$ cat src/hw/gemm_pkg.sv
// shared widths and encodings for the GEMM subsystem
// ACC_W covers the sum of four 8x8 signed products, so SA_WIDTH must stay at 4 or below

package gemm_pkg;

    // signed matrix element
    localparam int ELEM_W = 8;
    // memory word, register and byte address
    localparam int WORD_W = 32;
    // one C accumulator
    localparam int ACC_W  = 18;

    // register word index on the config bus
    typedef enum logic [2:0] {
        REG_A_ADDR = 3'd0,
        REG_B_ADDR = 3'd1,
        REG_C_ADDR = 3'd2,
        REG_CTRL   = 3'd3,
        REG_STATUS = 3'd4
    } reg_addr_e;

    typedef enum logic [2:0] {
        IDLE,
        READ_A,
        READ_B,
        WAIT_MM,
        WRITE_C
    } dma_state_e;

    typedef enum logic [0:0] {
        MM_IDLE,
        MM_RUN
    } mm_state_e;

endpackage

$ cat src/hw/gemm_cfg_regs.sv
// config and status registers for one GEMM job
// read data is registered, valid the cycle after reg_rd_i
// address writes while busy are dropped; start is combinational from the bus write

`timescale 1ns/1ps

module gemm_cfg_regs (
    input  logic                          clk,
    input  logic                          rst_n,
    input  logic                          reg_wr_i,
    input  logic                          reg_rd_i,
    input  gemm_pkg::reg_addr_e           reg_addr_i,
    input  logic [gemm_pkg::WORD_W-1:0]   reg_wdata_i,
    output logic [gemm_pkg::WORD_W-1:0]   reg_rdata_o,
    input  logic                          busy_i,
    input  logic                          dma_done_i,
    output logic [gemm_pkg::WORD_W-1:0]   a_addr_o,
    output logic [gemm_pkg::WORD_W-1:0]   b_addr_o,
    output logic [gemm_pkg::WORD_W-1:0]   c_addr_o,
    output logic                          start_o
);

    logic done_q;
    logic addr_wr_ok;

    // ctrl bit 0 write only counts when idle
    assign start_o = reg_wr_i && (reg_addr_i == gemm_pkg::REG_CTRL)
                     && reg_wdata_i[0] && !busy_i;

    assign addr_wr_ok = reg_wr_i && !busy_i;

    always_ff @(posedge clk or negedge rst_n) begin
        if (!rst_n) begin
            a_addr_o <= '0;
            b_addr_o <= '0;
            c_addr_o <= '0;
        end else if (addr_wr_ok) begin
            case (reg_addr_i)
                gemm_pkg::REG_A_ADDR: a_addr_o <= reg_wdata_i;
                gemm_pkg::REG_B_ADDR: b_addr_o <= reg_wdata_i;
                gemm_pkg::REG_C_ADDR: c_addr_o <= reg_wdata_i;
                default: ;
            endcase
        end
    end

    // sticky done, cleared by the next accepted start
    always_ff @(posedge clk or negedge rst_n) begin
        if (!rst_n) begin
            done_q <= 1'b0;
        end else if (start_o) begin
            done_q <= 1'b0;
        end else if (dma_done_i) begin
            done_q <= 1'b1;
        end
    end

    // read decode, ctrl reads back as zero
    always_ff @(posedge clk or negedge rst_n) begin
        if (!rst_n) begin
            reg_rdata_o <= '0;
        end else if (reg_rd_i) begin
            case (reg_addr_i)
                gemm_pkg::REG_A_ADDR: reg_rdata_o <= a_addr_o;
                gemm_pkg::REG_B_ADDR: reg_rdata_o <= b_addr_o;
                gemm_pkg::REG_C_ADDR: reg_rdata_o <= c_addr_o;
                gemm_pkg::REG_STATUS: reg_rdata_o <= {30'd0, done_q, busy_i};
                default:              reg_rdata_o <= '0;
            endcase
        end
    end

endmodule

$ cat src/hw/gemm_row_buf.sv
// row buffer, SA_WIDTH packed rows, one write port
// read data is registered, one cycle after rd_row_i

`timescale 1ns/1ps

module gemm_row_buf #(
    parameter int SA_WIDTH = 4
) (
    input  logic                                   clk,
    input  logic                                   wr_i,
    input  logic [$clog2(SA_WIDTH)-1:0]            wr_row_i,
    input  logic [SA_WIDTH*gemm_pkg::ELEM_W-1:0]   wr_data_i,
    input  logic [$clog2(SA_WIDTH)-1:0]            rd_row_i,
    output logic [SA_WIDTH*gemm_pkg::ELEM_W-1:0]   rd_data_o
);

    localparam int ROW_DW = SA_WIDTH * gemm_pkg::ELEM_W;

    logic [ROW_DW-1:0] mem [SA_WIDTH];

    always_ff @(posedge clk) begin
        if (wr_i) begin
            mem[wr_row_i] <= wr_data_i;
        end
        rd_data_o <= mem[rd_row_i];
    end

endmodule

$ cat src/hw/gemm_mm.sv
// multiply engine, one (i,k) pair per cycle, SA_WIDTH MACs per cycle
// done pulses SA_WIDTH^2 + 2 cycles after start given 1-cycle buffer reads
// accumulators clear on start, not on reset

`timescale 1ns/1ps

module gemm_mm #(
    parameter int SA_WIDTH = 4
) (
    input  logic                                   clk,
    input  logic                                   rst_n,
    input  logic                                   start_i,
    output logic                                   done_o,
    output logic [$clog2(SA_WIDTH)-1:0]            a_row_o,
    output logic [$clog2(SA_WIDTH)-1:0]            b_row_o,
    input  logic [SA_WIDTH*gemm_pkg::ELEM_W-1:0]   a_data_i,
    input  logic [SA_WIDTH*gemm_pkg::ELEM_W-1:0]   b_data_i,
    input  logic [$clog2(SA_WIDTH*SA_WIDTH)-1:0]   c_idx_i,
    output logic signed [gemm_pkg::ACC_W-1:0]      c_data_o
);

    localparam int ROW_W = $clog2(SA_WIDTH);
    localparam int EW    = gemm_pkg::ELEM_W;

    gemm_pkg::mm_state_e               state;
    logic [ROW_W-1:0]                  i_q, k_q;
    logic [ROW_W-1:0]                  i_d, k_d;
    logic                              vld_d, last_d;
    logic                              last_pair;
    logic signed [EW-1:0]              a_elem;
    logic signed [2*EW-1:0]            prod [SA_WIDTH];
    logic signed [gemm_pkg::ACC_W-1:0] acc [SA_WIDTH*SA_WIDTH];

    assign last_pair = (i_q == ROW_W'(SA_WIDTH - 1)) && (k_q == ROW_W'(SA_WIDTH - 1));

    // issue stage, buffer address straight from the pair counters
    assign a_row_o = i_q;
    assign b_row_o = k_q;

    always_ff @(posedge clk or negedge rst_n) begin
        if (!rst_n) begin
            state  <= gemm_pkg::MM_IDLE;
            i_q    <= '0;
            k_q    <= '0;
            vld_d  <= 1'b0;
            last_d <= 1'b0;
            done_o <= 1'b0;
        end else begin
            vld_d  <= (state == gemm_pkg::MM_RUN);
            last_d <= (state == gemm_pkg::MM_RUN) && last_pair;
            // done once the last pair has been accumulated
            done_o <= last_d;
            case (state)
                gemm_pkg::MM_IDLE: begin
                    if (start_i) begin
                        i_q   <= '0;
                        k_q   <= '0;
                        state <= gemm_pkg::MM_RUN;
                    end
                end
                gemm_pkg::MM_RUN: begin
                    // k inner, i outer
                    if (k_q == ROW_W'(SA_WIDTH - 1)) begin
                        k_q <= '0;
                        i_q <= i_q + 1'b1;
                    end else begin
                        k_q <= k_q + 1'b1;
                    end
                    if (last_pair) begin
                        state <= gemm_pkg::MM_IDLE;
                    end
                end
                default: state <= gemm_pkg::MM_IDLE;
            endcase
        end
    end

    // pair indices follow the buffer read by one cycle
    always_ff @(posedge clk) begin
        i_d <= i_q;
        k_d <= k_q;
    end

    // A[i][k] broadcast against row k of B
    assign a_elem = a_data_i[k_d*EW +: EW];

    always_comb begin
        for (int j = 0; j < SA_WIDTH; j++) begin
            prod[j] = a_elem * $signed(b_data_i[j*EW +: EW]);
        end
    end

    always_ff @(posedge clk) begin
        for (int n = 0; n < SA_WIDTH * SA_WIDTH; n++) begin
            if (start_i) begin
                acc[n] <= '0;
            end
        end
        if (vld_d) begin
            for (int j = 0; j < SA_WIDTH; j++) begin
                acc[i_d*SA_WIDTH + j] <= acc[i_d*SA_WIDTH + j] + prod[j];
            end
        end
    end

    // row-major readout for the store phase
    assign c_data_o = acc[c_idx_i];

endmodule

$ cat src/hw/gemm_dma.sv
// DMA sequencer: loads A then B row by row, runs the multiply, stores C
// one read outstanding at a time, writes are posted and never stall
// each C element goes out as one sign-extended 32-bit word

`timescale 1ns/1ps

module gemm_dma #(
    parameter int SA_WIDTH = 4
) (
    input  logic                                       clk,
    input  logic                                       rst_n,
    input  logic [gemm_pkg::WORD_W-1:0]                a_addr_i,
    input  logic [gemm_pkg::WORD_W-1:0]                b_addr_i,
    input  logic [gemm_pkg::WORD_W-1:0]                c_addr_i,
    input  logic                                       start_i,
    output logic                                       busy_o,
    output logic                                       done_o,
    output logic                                       mem_rd_req_o,
    output logic [gemm_pkg::WORD_W-1:0]                mem_rd_addr_o,
    input  logic                                       mem_rd_valid_i,
    input  logic [gemm_pkg::WORD_W-1:0]                mem_rd_data_i,
    output logic                                       mem_wr_o,
    output logic [gemm_pkg::WORD_W-1:0]                mem_wr_addr_o,
    output logic [gemm_pkg::WORD_W-1:0]                mem_wr_data_o,
    output logic                                       buf_a_wr_o,
    output logic                                       buf_b_wr_o,
    output logic [$clog2(SA_WIDTH)-1:0]                buf_wr_row_o,
    output logic [SA_WIDTH*gemm_pkg::ELEM_W-1:0]       buf_wr_data_o,
    output logic                                       mm_start_o,
    input  logic                                       mm_done_i,
    output logic [$clog2(SA_WIDTH*SA_WIDTH)-1:0]       c_idx_o,
    input  logic signed [gemm_pkg::ACC_W-1:0]          c_data_i
);

    localparam int ROW_W    = $clog2(SA_WIDTH);
    localparam int IDX_W    = $clog2(SA_WIDTH * SA_WIDTH);
    localparam int ROW_DW   = SA_WIDTH * gemm_pkg::ELEM_W;
    localparam int LAST_ROW = SA_WIDTH - 1;
    localparam int LAST_IDX = SA_WIDTH * SA_WIDTH - 1;
    localparam int EXT_W    = gemm_pkg::WORD_W - gemm_pkg::ACC_W;

    gemm_pkg::dma_state_e             state;
    logic [ROW_W-1:0]                 row_cnt;
    logic [IDX_W-1:0]                 elem_cnt;
    logic [gemm_pkg::WORD_W-1:0]      b_base;
    logic [gemm_pkg::WORD_W-1:0]      c_base;
    logic                             last_row;

    assign last_row = (row_cnt == ROW_W'(LAST_ROW));
    assign busy_o   = (state != gemm_pkg::IDLE);

    // bases held for the whole job, A base only needed for the first request
    always_ff @(posedge clk) begin
        if (state == gemm_pkg::IDLE && start_i) begin
            b_base <= b_addr_i;
            c_base <= c_addr_i;
        end
    end

    always_ff @(posedge clk or negedge rst_n) begin
        if (!rst_n) begin
            state         <= gemm_pkg::IDLE;
            row_cnt       <= '0;
            elem_cnt      <= '0;
            mem_rd_req_o  <= 1'b0;
            mem_rd_addr_o <= '0;
            mm_start_o    <= 1'b0;
            done_o        <= 1'b0;
        end else begin
            // strobes default low
            mem_rd_req_o <= 1'b0;
            mm_start_o   <= 1'b0;
            done_o       <= 1'b0;
            case (state)
                gemm_pkg::IDLE: begin
                    if (start_i) begin
                        row_cnt       <= '0;
                        mem_rd_req_o  <= 1'b1;
                        mem_rd_addr_o <= a_addr_i;
                        state         <= gemm_pkg::READ_A;
                    end
                end
                gemm_pkg::READ_A: begin
                    // wait out the read latency, next request right after valid
                    if (mem_rd_valid_i) begin
                        mem_rd_req_o <= 1'b1;
                        if (last_row) begin
                            row_cnt       <= '0;
                            mem_rd_addr_o <= b_base;
                            state         <= gemm_pkg::READ_B;
                        end else begin
                            row_cnt       <= row_cnt + 1'b1;
                            mem_rd_addr_o <= mem_rd_addr_o + 32'd4;
                        end
                    end
                end
                gemm_pkg::READ_B: begin
                    if (mem_rd_valid_i) begin
                        if (last_row) begin
                            // last B row lands this cycle, kick the multiply next
                            mm_start_o <= 1'b1;
                            state      <= gemm_pkg::WAIT_MM;
                        end else begin
                            row_cnt       <= row_cnt + 1'b1;
                            mem_rd_req_o  <= 1'b1;
                            mem_rd_addr_o <= mem_rd_addr_o + 32'd4;
                        end
                    end
                end
                gemm_pkg::WAIT_MM: begin
                    if (mm_done_i) begin
                        elem_cnt <= '0;
                        state    <= gemm_pkg::WRITE_C;
                    end
                end
                gemm_pkg::WRITE_C: begin
                    // one write per cycle, row-major
                    if (elem_cnt == IDX_W'(LAST_IDX)) begin
                        done_o <= 1'b1;
                        state  <= gemm_pkg::IDLE;
                    end else begin
                        elem_cnt <= elem_cnt + 1'b1;
                    end
                end
                default: state <= gemm_pkg::IDLE;
            endcase
        end
    end

    // returned row goes straight into the buffer picked by the state
    assign buf_a_wr_o    = (state == gemm_pkg::READ_A) && mem_rd_valid_i;
    assign buf_b_wr_o    = (state == gemm_pkg::READ_B) && mem_rd_valid_i;
    assign buf_wr_row_o  = row_cnt;
    assign buf_wr_data_o = mem_rd_data_i[ROW_DW-1:0];

    // C store path
    assign mem_wr_o      = (state == gemm_pkg::WRITE_C);
    assign c_idx_o       = elem_cnt;
    assign mem_wr_addr_o = c_base + (gemm_pkg::WORD_W'(elem_cnt) << 2);
    assign mem_wr_data_o = {{EXT_W{c_data_i[gemm_pkg::ACC_W-1]}}, c_data_i};

endmodule

$ cat src/hw/gemm_top.sv
// GEMM subsystem top: registers, DMA, A/B row buffers and multiply engine
// SA_WIDTH is 2 to 4, one packed row per 32-bit memory word

`timescale 1ns/1ps

module gemm_top #(
    parameter int SA_WIDTH = 4
) (
    input  logic                          clk,
    input  logic                          rst_n,
    // register bus
    input  logic                          reg_wr_i,
    input  logic                          reg_rd_i,
    input  gemm_pkg::reg_addr_e           reg_addr_i,
    input  logic [gemm_pkg::WORD_W-1:0]   reg_wdata_i,
    output logic [gemm_pkg::WORD_W-1:0]   reg_rdata_o,
    // memory strobes
    output logic                          mem_rd_req_o,
    output logic [gemm_pkg::WORD_W-1:0]   mem_rd_addr_o,
    input  logic                          mem_rd_valid_i,
    input  logic [gemm_pkg::WORD_W-1:0]   mem_rd_data_i,
    output logic                          mem_wr_o,
    output logic [gemm_pkg::WORD_W-1:0]   mem_wr_addr_o,
    output logic [gemm_pkg::WORD_W-1:0]   mem_wr_data_o
);

    localparam int ROW_W  = $clog2(SA_WIDTH);
    localparam int IDX_W  = $clog2(SA_WIDTH * SA_WIDTH);
    localparam int ROW_DW = SA_WIDTH * gemm_pkg::ELEM_W;

    logic [gemm_pkg::WORD_W-1:0]       a_addr, b_addr, c_addr;
    logic                              start, busy, dma_done;
    logic                              buf_a_wr, buf_b_wr;
    logic [ROW_W-1:0]                  buf_wr_row;
    logic [ROW_DW-1:0]                 buf_wr_data;
    logic [ROW_W-1:0]                  a_row, b_row;
    logic [ROW_DW-1:0]                 a_data, b_data;
    logic                              mm_start, mm_done;
    logic [IDX_W-1:0]                  c_idx;
    logic signed [gemm_pkg::ACC_W-1:0] c_data;

    gemm_cfg_regs i_regs (
        .clk(clk), .rst_n(rst_n),
        .reg_wr_i(reg_wr_i), .reg_rd_i(reg_rd_i), .reg_addr_i(reg_addr_i),
        .reg_wdata_i(reg_wdata_i), .reg_rdata_o(reg_rdata_o),
        .busy_i(busy), .dma_done_i(dma_done),
        .a_addr_o(a_addr), .b_addr_o(b_addr), .c_addr_o(c_addr), .start_o(start)
    );

    gemm_dma #(.SA_WIDTH(SA_WIDTH)) i_dma (
        .clk(clk), .rst_n(rst_n),
        .a_addr_i(a_addr), .b_addr_i(b_addr), .c_addr_i(c_addr),
        .start_i(start), .busy_o(busy), .done_o(dma_done),
        .mem_rd_req_o(mem_rd_req_o), .mem_rd_addr_o(mem_rd_addr_o),
        .mem_rd_valid_i(mem_rd_valid_i), .mem_rd_data_i(mem_rd_data_i),
        .mem_wr_o(mem_wr_o), .mem_wr_addr_o(mem_wr_addr_o), .mem_wr_data_o(mem_wr_data_o),
        .buf_a_wr_o(buf_a_wr), .buf_b_wr_o(buf_b_wr),
        .buf_wr_row_o(buf_wr_row), .buf_wr_data_o(buf_wr_data),
        .mm_start_o(mm_start), .mm_done_i(mm_done),
        .c_idx_o(c_idx), .c_data_i(c_data)
    );

    // A and B share the DMA write row and data, separate enables
    gemm_row_buf #(.SA_WIDTH(SA_WIDTH)) i_buf_a (
        .clk(clk), .wr_i(buf_a_wr), .wr_row_i(buf_wr_row), .wr_data_i(buf_wr_data),
        .rd_row_i(a_row), .rd_data_o(a_data)
    );

    gemm_row_buf #(.SA_WIDTH(SA_WIDTH)) i_buf_b (
        .clk(clk), .wr_i(buf_b_wr), .wr_row_i(buf_wr_row), .wr_data_i(buf_wr_data),
        .rd_row_i(b_row), .rd_data_o(b_data)
    );

    gemm_mm #(.SA_WIDTH(SA_WIDTH)) i_mm (
        .clk(clk), .rst_n(rst_n),
        .start_i(mm_start), .done_o(mm_done),
        .a_row_o(a_row), .b_row_o(b_row), .a_data_i(a_data), .b_data_i(b_data),
        .c_idx_i(c_idx), .c_data_o(c_data)
    );

endmodule

$ cat config.mk
export PLATFORM = sky130hd
export DESIGN_NAME = gemm_top
export DESIGN_NICKNAME = d
export VERILOG_FILES = /design/src/hw/gemm_pkg.sv /design/src/hw/gemm_cfg_regs.sv /design/src/hw/gemm_row_buf.sv /design/src/hw/gemm_mm.sv /design/src/hw/gemm_dma.sv /design/src/hw/gemm_top.sv
export SDC_FILE = /design/constraint.sdc
export NUM_CORES = 2
export LEC_CHECK = 0
export BUFFER_PORTS_ARGS = -buffer_cell sky130_fd_sc_hd__buf_2
export CAP_MARGIN = 15
export CORE_ASPECT_RATIO = 0.8
export CORE_MARGIN = 2
export CORE_UTILIZATION = 63
export DETAILED_ROUTE_END_ITERATION = 10
export PLACE_DENSITY = 0.81
export SYNTH_ARGS = -nofsm -noshare
export SYNTH_HDL_FRONTEND = slang
export SYNTH_SLANG_ARGS = --single-unit
export TNS_END_PERCENT = 100
$ cat constraint.sdc
create_clock -name clk -period 7.8 [get_ports clk]
set_clock_uncertainty 0.1 [all_clocks]
set_input_delay 1.56 -clock clk [delete_from_list [all_inputs] [get_ports clk]]
set_output_delay 1.56 -clock clk [all_outputs]
set_load 0.03 [all_outputs]
# Word-level counts from Yosys, hierarchy flattened
# Memory sizes are Yosys's and may differ from the RTL's. A register that Yosys moved wholly into a read port is not among the register bits.
# Cells that the tools add are included.
# op_classes
mul	4
n_div	0
mux	51
bitwise_logic	1
eq_ne	23
addsub	13
shifts	1
reduce_logical	23
n_lt_le_gt_ge	0
# op_table
operator	n
32-bit two-way mux	5
32-bit case mux with 4 select lines	1
32-bit case mux with 3 select lines	1
18-bit by 16-bit adder with 18-bit output	4
8-bit by 8-bit multiplier with 16-bit output	4
32-bit by 3-bit adder with 32-bit output, second input constant	1
32-bit by 6-bit adder with 32-bit output	1
32-bit by 6-bit indexed part select with 8-bit output	1
3-bit two-way mux	7
1-bit two-way mux	20
2-bit two-way mux	8
3-bit case mux with 5 select lines	1
3-bit by 2-bit == test with 1-bit output, second input constant	4
2-bit inequality test, second input constant	6
2-bit by 1-bit inequality test with 1-bit output, second input constant	5
1-bit logical AND	9
4-bit by 1-bit adder with 4-bit output, second input constant	2
4-bit by 2-bit adder with 4-bit output, second input constant	2
4-bit two-way mux	2
2-bit case mux with 2 select lines	2
4-bit case mux with 2 select lines	1
2-bit AND reduction	4
7-bit AND reduction	1
2-bit by 1-bit adder with 2-bit output, second input constant	3
other kinds (14)	21
# word_totals
input_bits	72
output_inout_bits	130
romBits	0
memories	3
latch_bits	0
mem_bits_rw	544
reg_bits	249
# memory_table
memory	words	width	read_ports	rd_ports_with_merged_regs	wr	line	source
i_mm.acc	16	18	5	1	20	gemm_mm.sv:32	logic signed [gemm_pkg::ACC_W-1:0] acc [SA_WIDTH*SA_WIDTH];
i_buf_a.mem	4	32	1	1	1	gemm_row_buf.sv:19	logic [ROW_DW-1:0] mem [SA_WIDTH];
i_buf_b.mem	4	32	1	1	1	gemm_row_buf.sv:19	

# Longest topological paths before layout
# depth
ltp_word	6
mapped_depth	22
mapped_depth_nobuf	19

# Cells and area by module
# From an unflattened synthesis, not the netlist that was laid out.
# unflattened
cells_unflattened	3662
area_unflattened_um2	50190.6
# modules_own_cells
mod	cells_each	n_inst	area_per_inst_um2	seq_area_each_um2
gemm_mm	2265	1	27949.3	8928.6
gemm_row_buf	203	2	5330.1	4484.3
gemm_dma	561	1	5889.4	3022.9
gemm_cfg_regs	430	1	5691.7	3228.1

# Worst setup path before layout
# Ideal clock, no wire load.
# synth_path
kind	input to register
startpoint	input port reg_addr_i[0]
endpoint	register i_dma.mem_rd_addr_o[27] (netlist bit)
setup_ps	136
arrival_time_ps	6168
n_path_buf	2
slack_ps	1396
stages	7
required_ps	7564
cell_sequence	buf_2 -> nand4_1 -> nor4_2 -> a211oi_4 -> buf_2 -> o21ai_0 -> o21ai_0
# synth_between
elab_chain_cells	6
# synth_lines
item	line	source
from (decl)	gemm_top.sv:14	input gemm_pkg::reg_addr_e reg_addr_i,
3-bit by 2-bit == test with 1-bit output	gemm_cfg_regs.sv:27	assign start_o = reg_wr_i && (reg_addr_i == gemm_pkg::REG_CTRL)
1-bit logical AND	gemm_cfg_regs.sv:27	
1-bit logical AND (2 in a row)	gemm_cfg_regs.sv:28	&& reg_wdata_i[0] && !busy_i;
2-bit by 1-bit inequality test with 1-bit output (no source line)	n/a	
5-bit AND reduction (no source line)	n/a	
to (signal assigned)	gemm_dma.sv:79	mem_rd_addr_o <= a_addr_i;
to (signal assigned)	gemm_dma.sv:89	mem_rd_addr_o <= b_base;
to (signal assigned)	gemm_dma.sv:93	mem_rd_addr_o <= mem_rd_addr_o + 32'd4;
to (decl)	gemm_dma.sv:19	output logic [gemm_pkg::WORD_W-1:0] mem_rd_addr_o,
# No other way between the ends.
# A chain may end at the register's enable or synchronous reset.

==> flow_metrics.tcl <==
set metrics [dict create \
    hpwl_mm 86.2 \
    grt_pass1_vias 31800 \
    hold_viol 0 \
    syn_nets 4224 \
    ys_seq_area_frac 0.488 \
    numCtsBuffers 83 \
    synth_flop_cell "edfxtp_1" \
    synth_cells 3651 \
    grt.overflow.total 0 \
    cts_resized 0 \
    die_area_um2 80900 \
    nets 4371 \
    ctsHoldBuffers 0 \
    status "completed" \
    boundaryPins 202 \
    synthToLayoutAreaGrowth_pct 9.59 \
    grt_pass1_wl_mm 193 \
    fmax_mhz 139 \
    end_kind "register" \
    drv_slew 0 \
    critPathRequiredTime_ns 8.09 \
    antenna_found_initial 6 \
    setup-tns-final_ns 0 \
    top_usage_layer "met2" \
    finish.utilization 0.701 \
    cp-start-kind "register" \
    fp.coreArea_um2 77400 \
    crit_chain "mux4_2 > and2_1 > inv_1 > fa_1 > inv_1 > fa_1 > fa_1 > fa_1 > fa_1 > ha_1 > o21ai_0 > a21oi_1 > a221oi_1 > o21ai_0 > xnor2_1 > nor2_1" \
    finalCriticalPeriod_ns 7.18 \
    critPathKind "register to register" \
    r2r_start "i_mm.k_d[0]$_DFF_P_" \
    vias_per_cell 6.34 \
    worst_path_most_repeated_cell "fa_1" \
    crit_path_end "i_mm.acc[1][15]$_SDFFCE_PN0P_" \
    async_flop_share 0.211 \
    clk_pin_slew_worst_paths_ns 0.07 \
    rows 91 \
    critPathLaunch "i_mm.k_d[0]$_DFF_P_" \
    place_congestion 0.926 \
    root_buffer "clkbuf_16" \
    die_x_um 317 \
    wl_per_cell_um 25.9 \
    drc_errors 0 \
    clk_latency_ns 0.67 \
    worst_slack_ns 0.618 \
    n_fill_cell 5098 \
    vias 31100 \
    post-place-ws_ns 0.767 \
    path_buf_inv 2 \
    synth_top_area_frac 0.369 \
    ant_nets 0 \
    path_delay_family "adder cells" \
    slew_headroom 0.198 \
    grt.total_usage 0.319 \
    worstRegToRegCells 16 \
    post_cts_buffers 0 \
    h-tree-depth 3 \
    ys_top_cells_by_area "edfxtp_1 37%, fa_1 13%, mux4_2 11%" \
    cts_tree "yes" \
    drt_iter0_markers 3771 \
    max_stage_delay_ns 0.88 \
    drv_cap 0 \
    setup_viol 0 \
    yosysWarnings 0 \
    fp.dieH_um 255 \
    wirelength_mm 127 \
    register_area_um2 24200 \
    critical_path_peak_fanout 32 \
    initial_core_util 0.639 \
    arrival_ns 7.48 \
    synth_commonest_cells "608 x edfxtp_1, 449 x inv_1, 321 x fa_1" \
    period_share 0.921 \
    syn_area_um2 49500 \
    worst-path-stages 16 \
    tightestPinTransition_ns 1.20 \
    synth_seq_cells 857 \
    layout-drive-gt1-share 0.195 \
    yosysMostFrequentCell "edfxtp_1" \
    clockBufferDepth 3 \
    cts.sinks 857 \
    rsz0062_at_grt "false" \
    worst_hold_slack_ns 0.269 \
    syn_area_per_cell_um2 13.6 \
    synth-edff-count 608 \
    rr_endpoint "i_mm.acc[1][15]$_SDFFCE_PN0P_" \
    synth_cell_type_count 78 \
    met1_usage 0.455 \
    dr.pass1.iters 5 \
    yosysTopAreaCell "edfxtp_1" \
    port_buffers 201 \
    multi_input_area_um2 22900 \
    gr-usage-met2 0.492 \
    min_path_type "register to register" \
    crit_slowest_cell "mux4_2" \
    grt_start_max_net_pins 110 \
    reg2reg_setup_slack_ns 0.62 \
    grt.met3_usage 0.0841 \
]
cell type report:
| cell class | count | share of cell area |
|---|---|---|
| sequential | 857 | 0.445 |
| multi-input combinational | 2155 | 0.421 |
| timing repair buffer | 247 | 0.0257 |
| inverter | 454 | 0.0314 |
| antenna | 5 | 0.000231 |
| tap | 1023 | 0.0236 |
| clock inverter | 46 | 0.00904 |
| clock buffer | 110 | 0.0432 |
how the worst min path moves through the flow:
stage / startpoint / endpoint / slack [ns] / cells after the start
2_1_floorplan: i_mm.last_d$_DFF_PN0_ / i_mm.done_o$_DFF_PN0_ / 0.23 / 0
3_3_place_gp: i_mm.last_d$_DFF_PN0_ / i_mm.done_o$_DFF_PN0_ / 0.25 / 0
3_5_place_dp: i_mm.last_d$_DFF_PN0_ / i_mm.done_o$_DFF_PN0_ / 0.24 / 0
4_1_cts: i_mm.last_d$_DFF_PN0_ / i_mm.done_o$_DFF_PN0_ / 0.27 / 0
5_1_grt: i_mm.last_d$_DFF_PN0_ / i_mm.done_o$_DFF_PN0_ / 0.28 / 0
6_report: i_mm.last_d$_DFF_PN0_ / i_mm.done_o$_DFF_PN0_ / 0.27 / 0
worst register-to-register path, delay by kind of cell (launching register included):
| family | cells | cell delay, ns |
|---|---|---|
| XOR/XNOR | 1 | 0.49 |
| buffers and inverters | 2 | 0.52 |
| AND/OR/NAND/NOR | 2 | 0.41 |
| flip-flops | 1 | 0.64 |
| adder cells (fa/ha/maj) | 6 | 2.73 |
| AO/OA/AOI/OAI | 4 | 1.15 |
| multiplexers | 1 | 0.88 |
state kept, by name (all words and copies together) (netlist names), 2 cells and up:
name	cells
i_regs.reg_rdata_o	32
i_buf_a.mem	128
i_regs.b_addr_o	32
i_mm.acc	288
i_mm.a_row_o	2
i_dma.buf_wr_row_o	2
i_buf_b.mem	128
i_mm.k_d	2
i_dma.mem_rd_addr_o	32
i_dma.c_idx_o	4
i_regs.a_addr_o	32
i_regs.c_addr_o	32
i_dma.c_base	32
i_buf_a.rd_data_o	32
i_mm.i_d	2
i_dma.state	3
i_mm.b_row_o	2
i_buf_b.rd_data_o	32
i_dma.b_base	32
cell families after synthesis:
family,after synthesis,share of synthesized area
flops,857,0.488
simple gates,850,0.0869
buf+inv,639,0.0517
mux,370,0.136
xor+xnor,103,0.0182
compound gates,331,0.0436
fa+ha+maj,501,0.175
cells in the final DEF (no fill, tap or decap), drive strengths merged, types with 36 or more instances in the layout:
master	Yosys	routed
o21ai	73	73
mux4	234	234
clkbuf	92	111
buf	93	246
xor2	38	38
dfxtp	68	68
a21oi	86	86
mux2	100	100
inv	450	455
edfxtp	608	608
clkinv	4	37
nand2	156	156
ha	180	180
mux2i	36	36
dfrtp	181	181
fa	321	321
nor2	293	293
and2	233	233
xnor2	65	65
layer usage:
metal  part of all wire  up-vias
li1                   -    13100
met1               0.40    15900
met2               0.46     1776
met3               0.12      267
met4              0.028        4
met5            0.00019        -
stage by stage:
stage,cell area [µm²],instances
2_1_floorplan,49500,3651
3_3_place_gp,51400,4735
3_5_place_dp,51400,4735
4_1_cts,54200,4891
5_1_grt,54200,4894
6_report,54300,4897
Power is not shown: default switching activity piles up to over one toggle a cycle in this logic, so the estimate is an artifact.
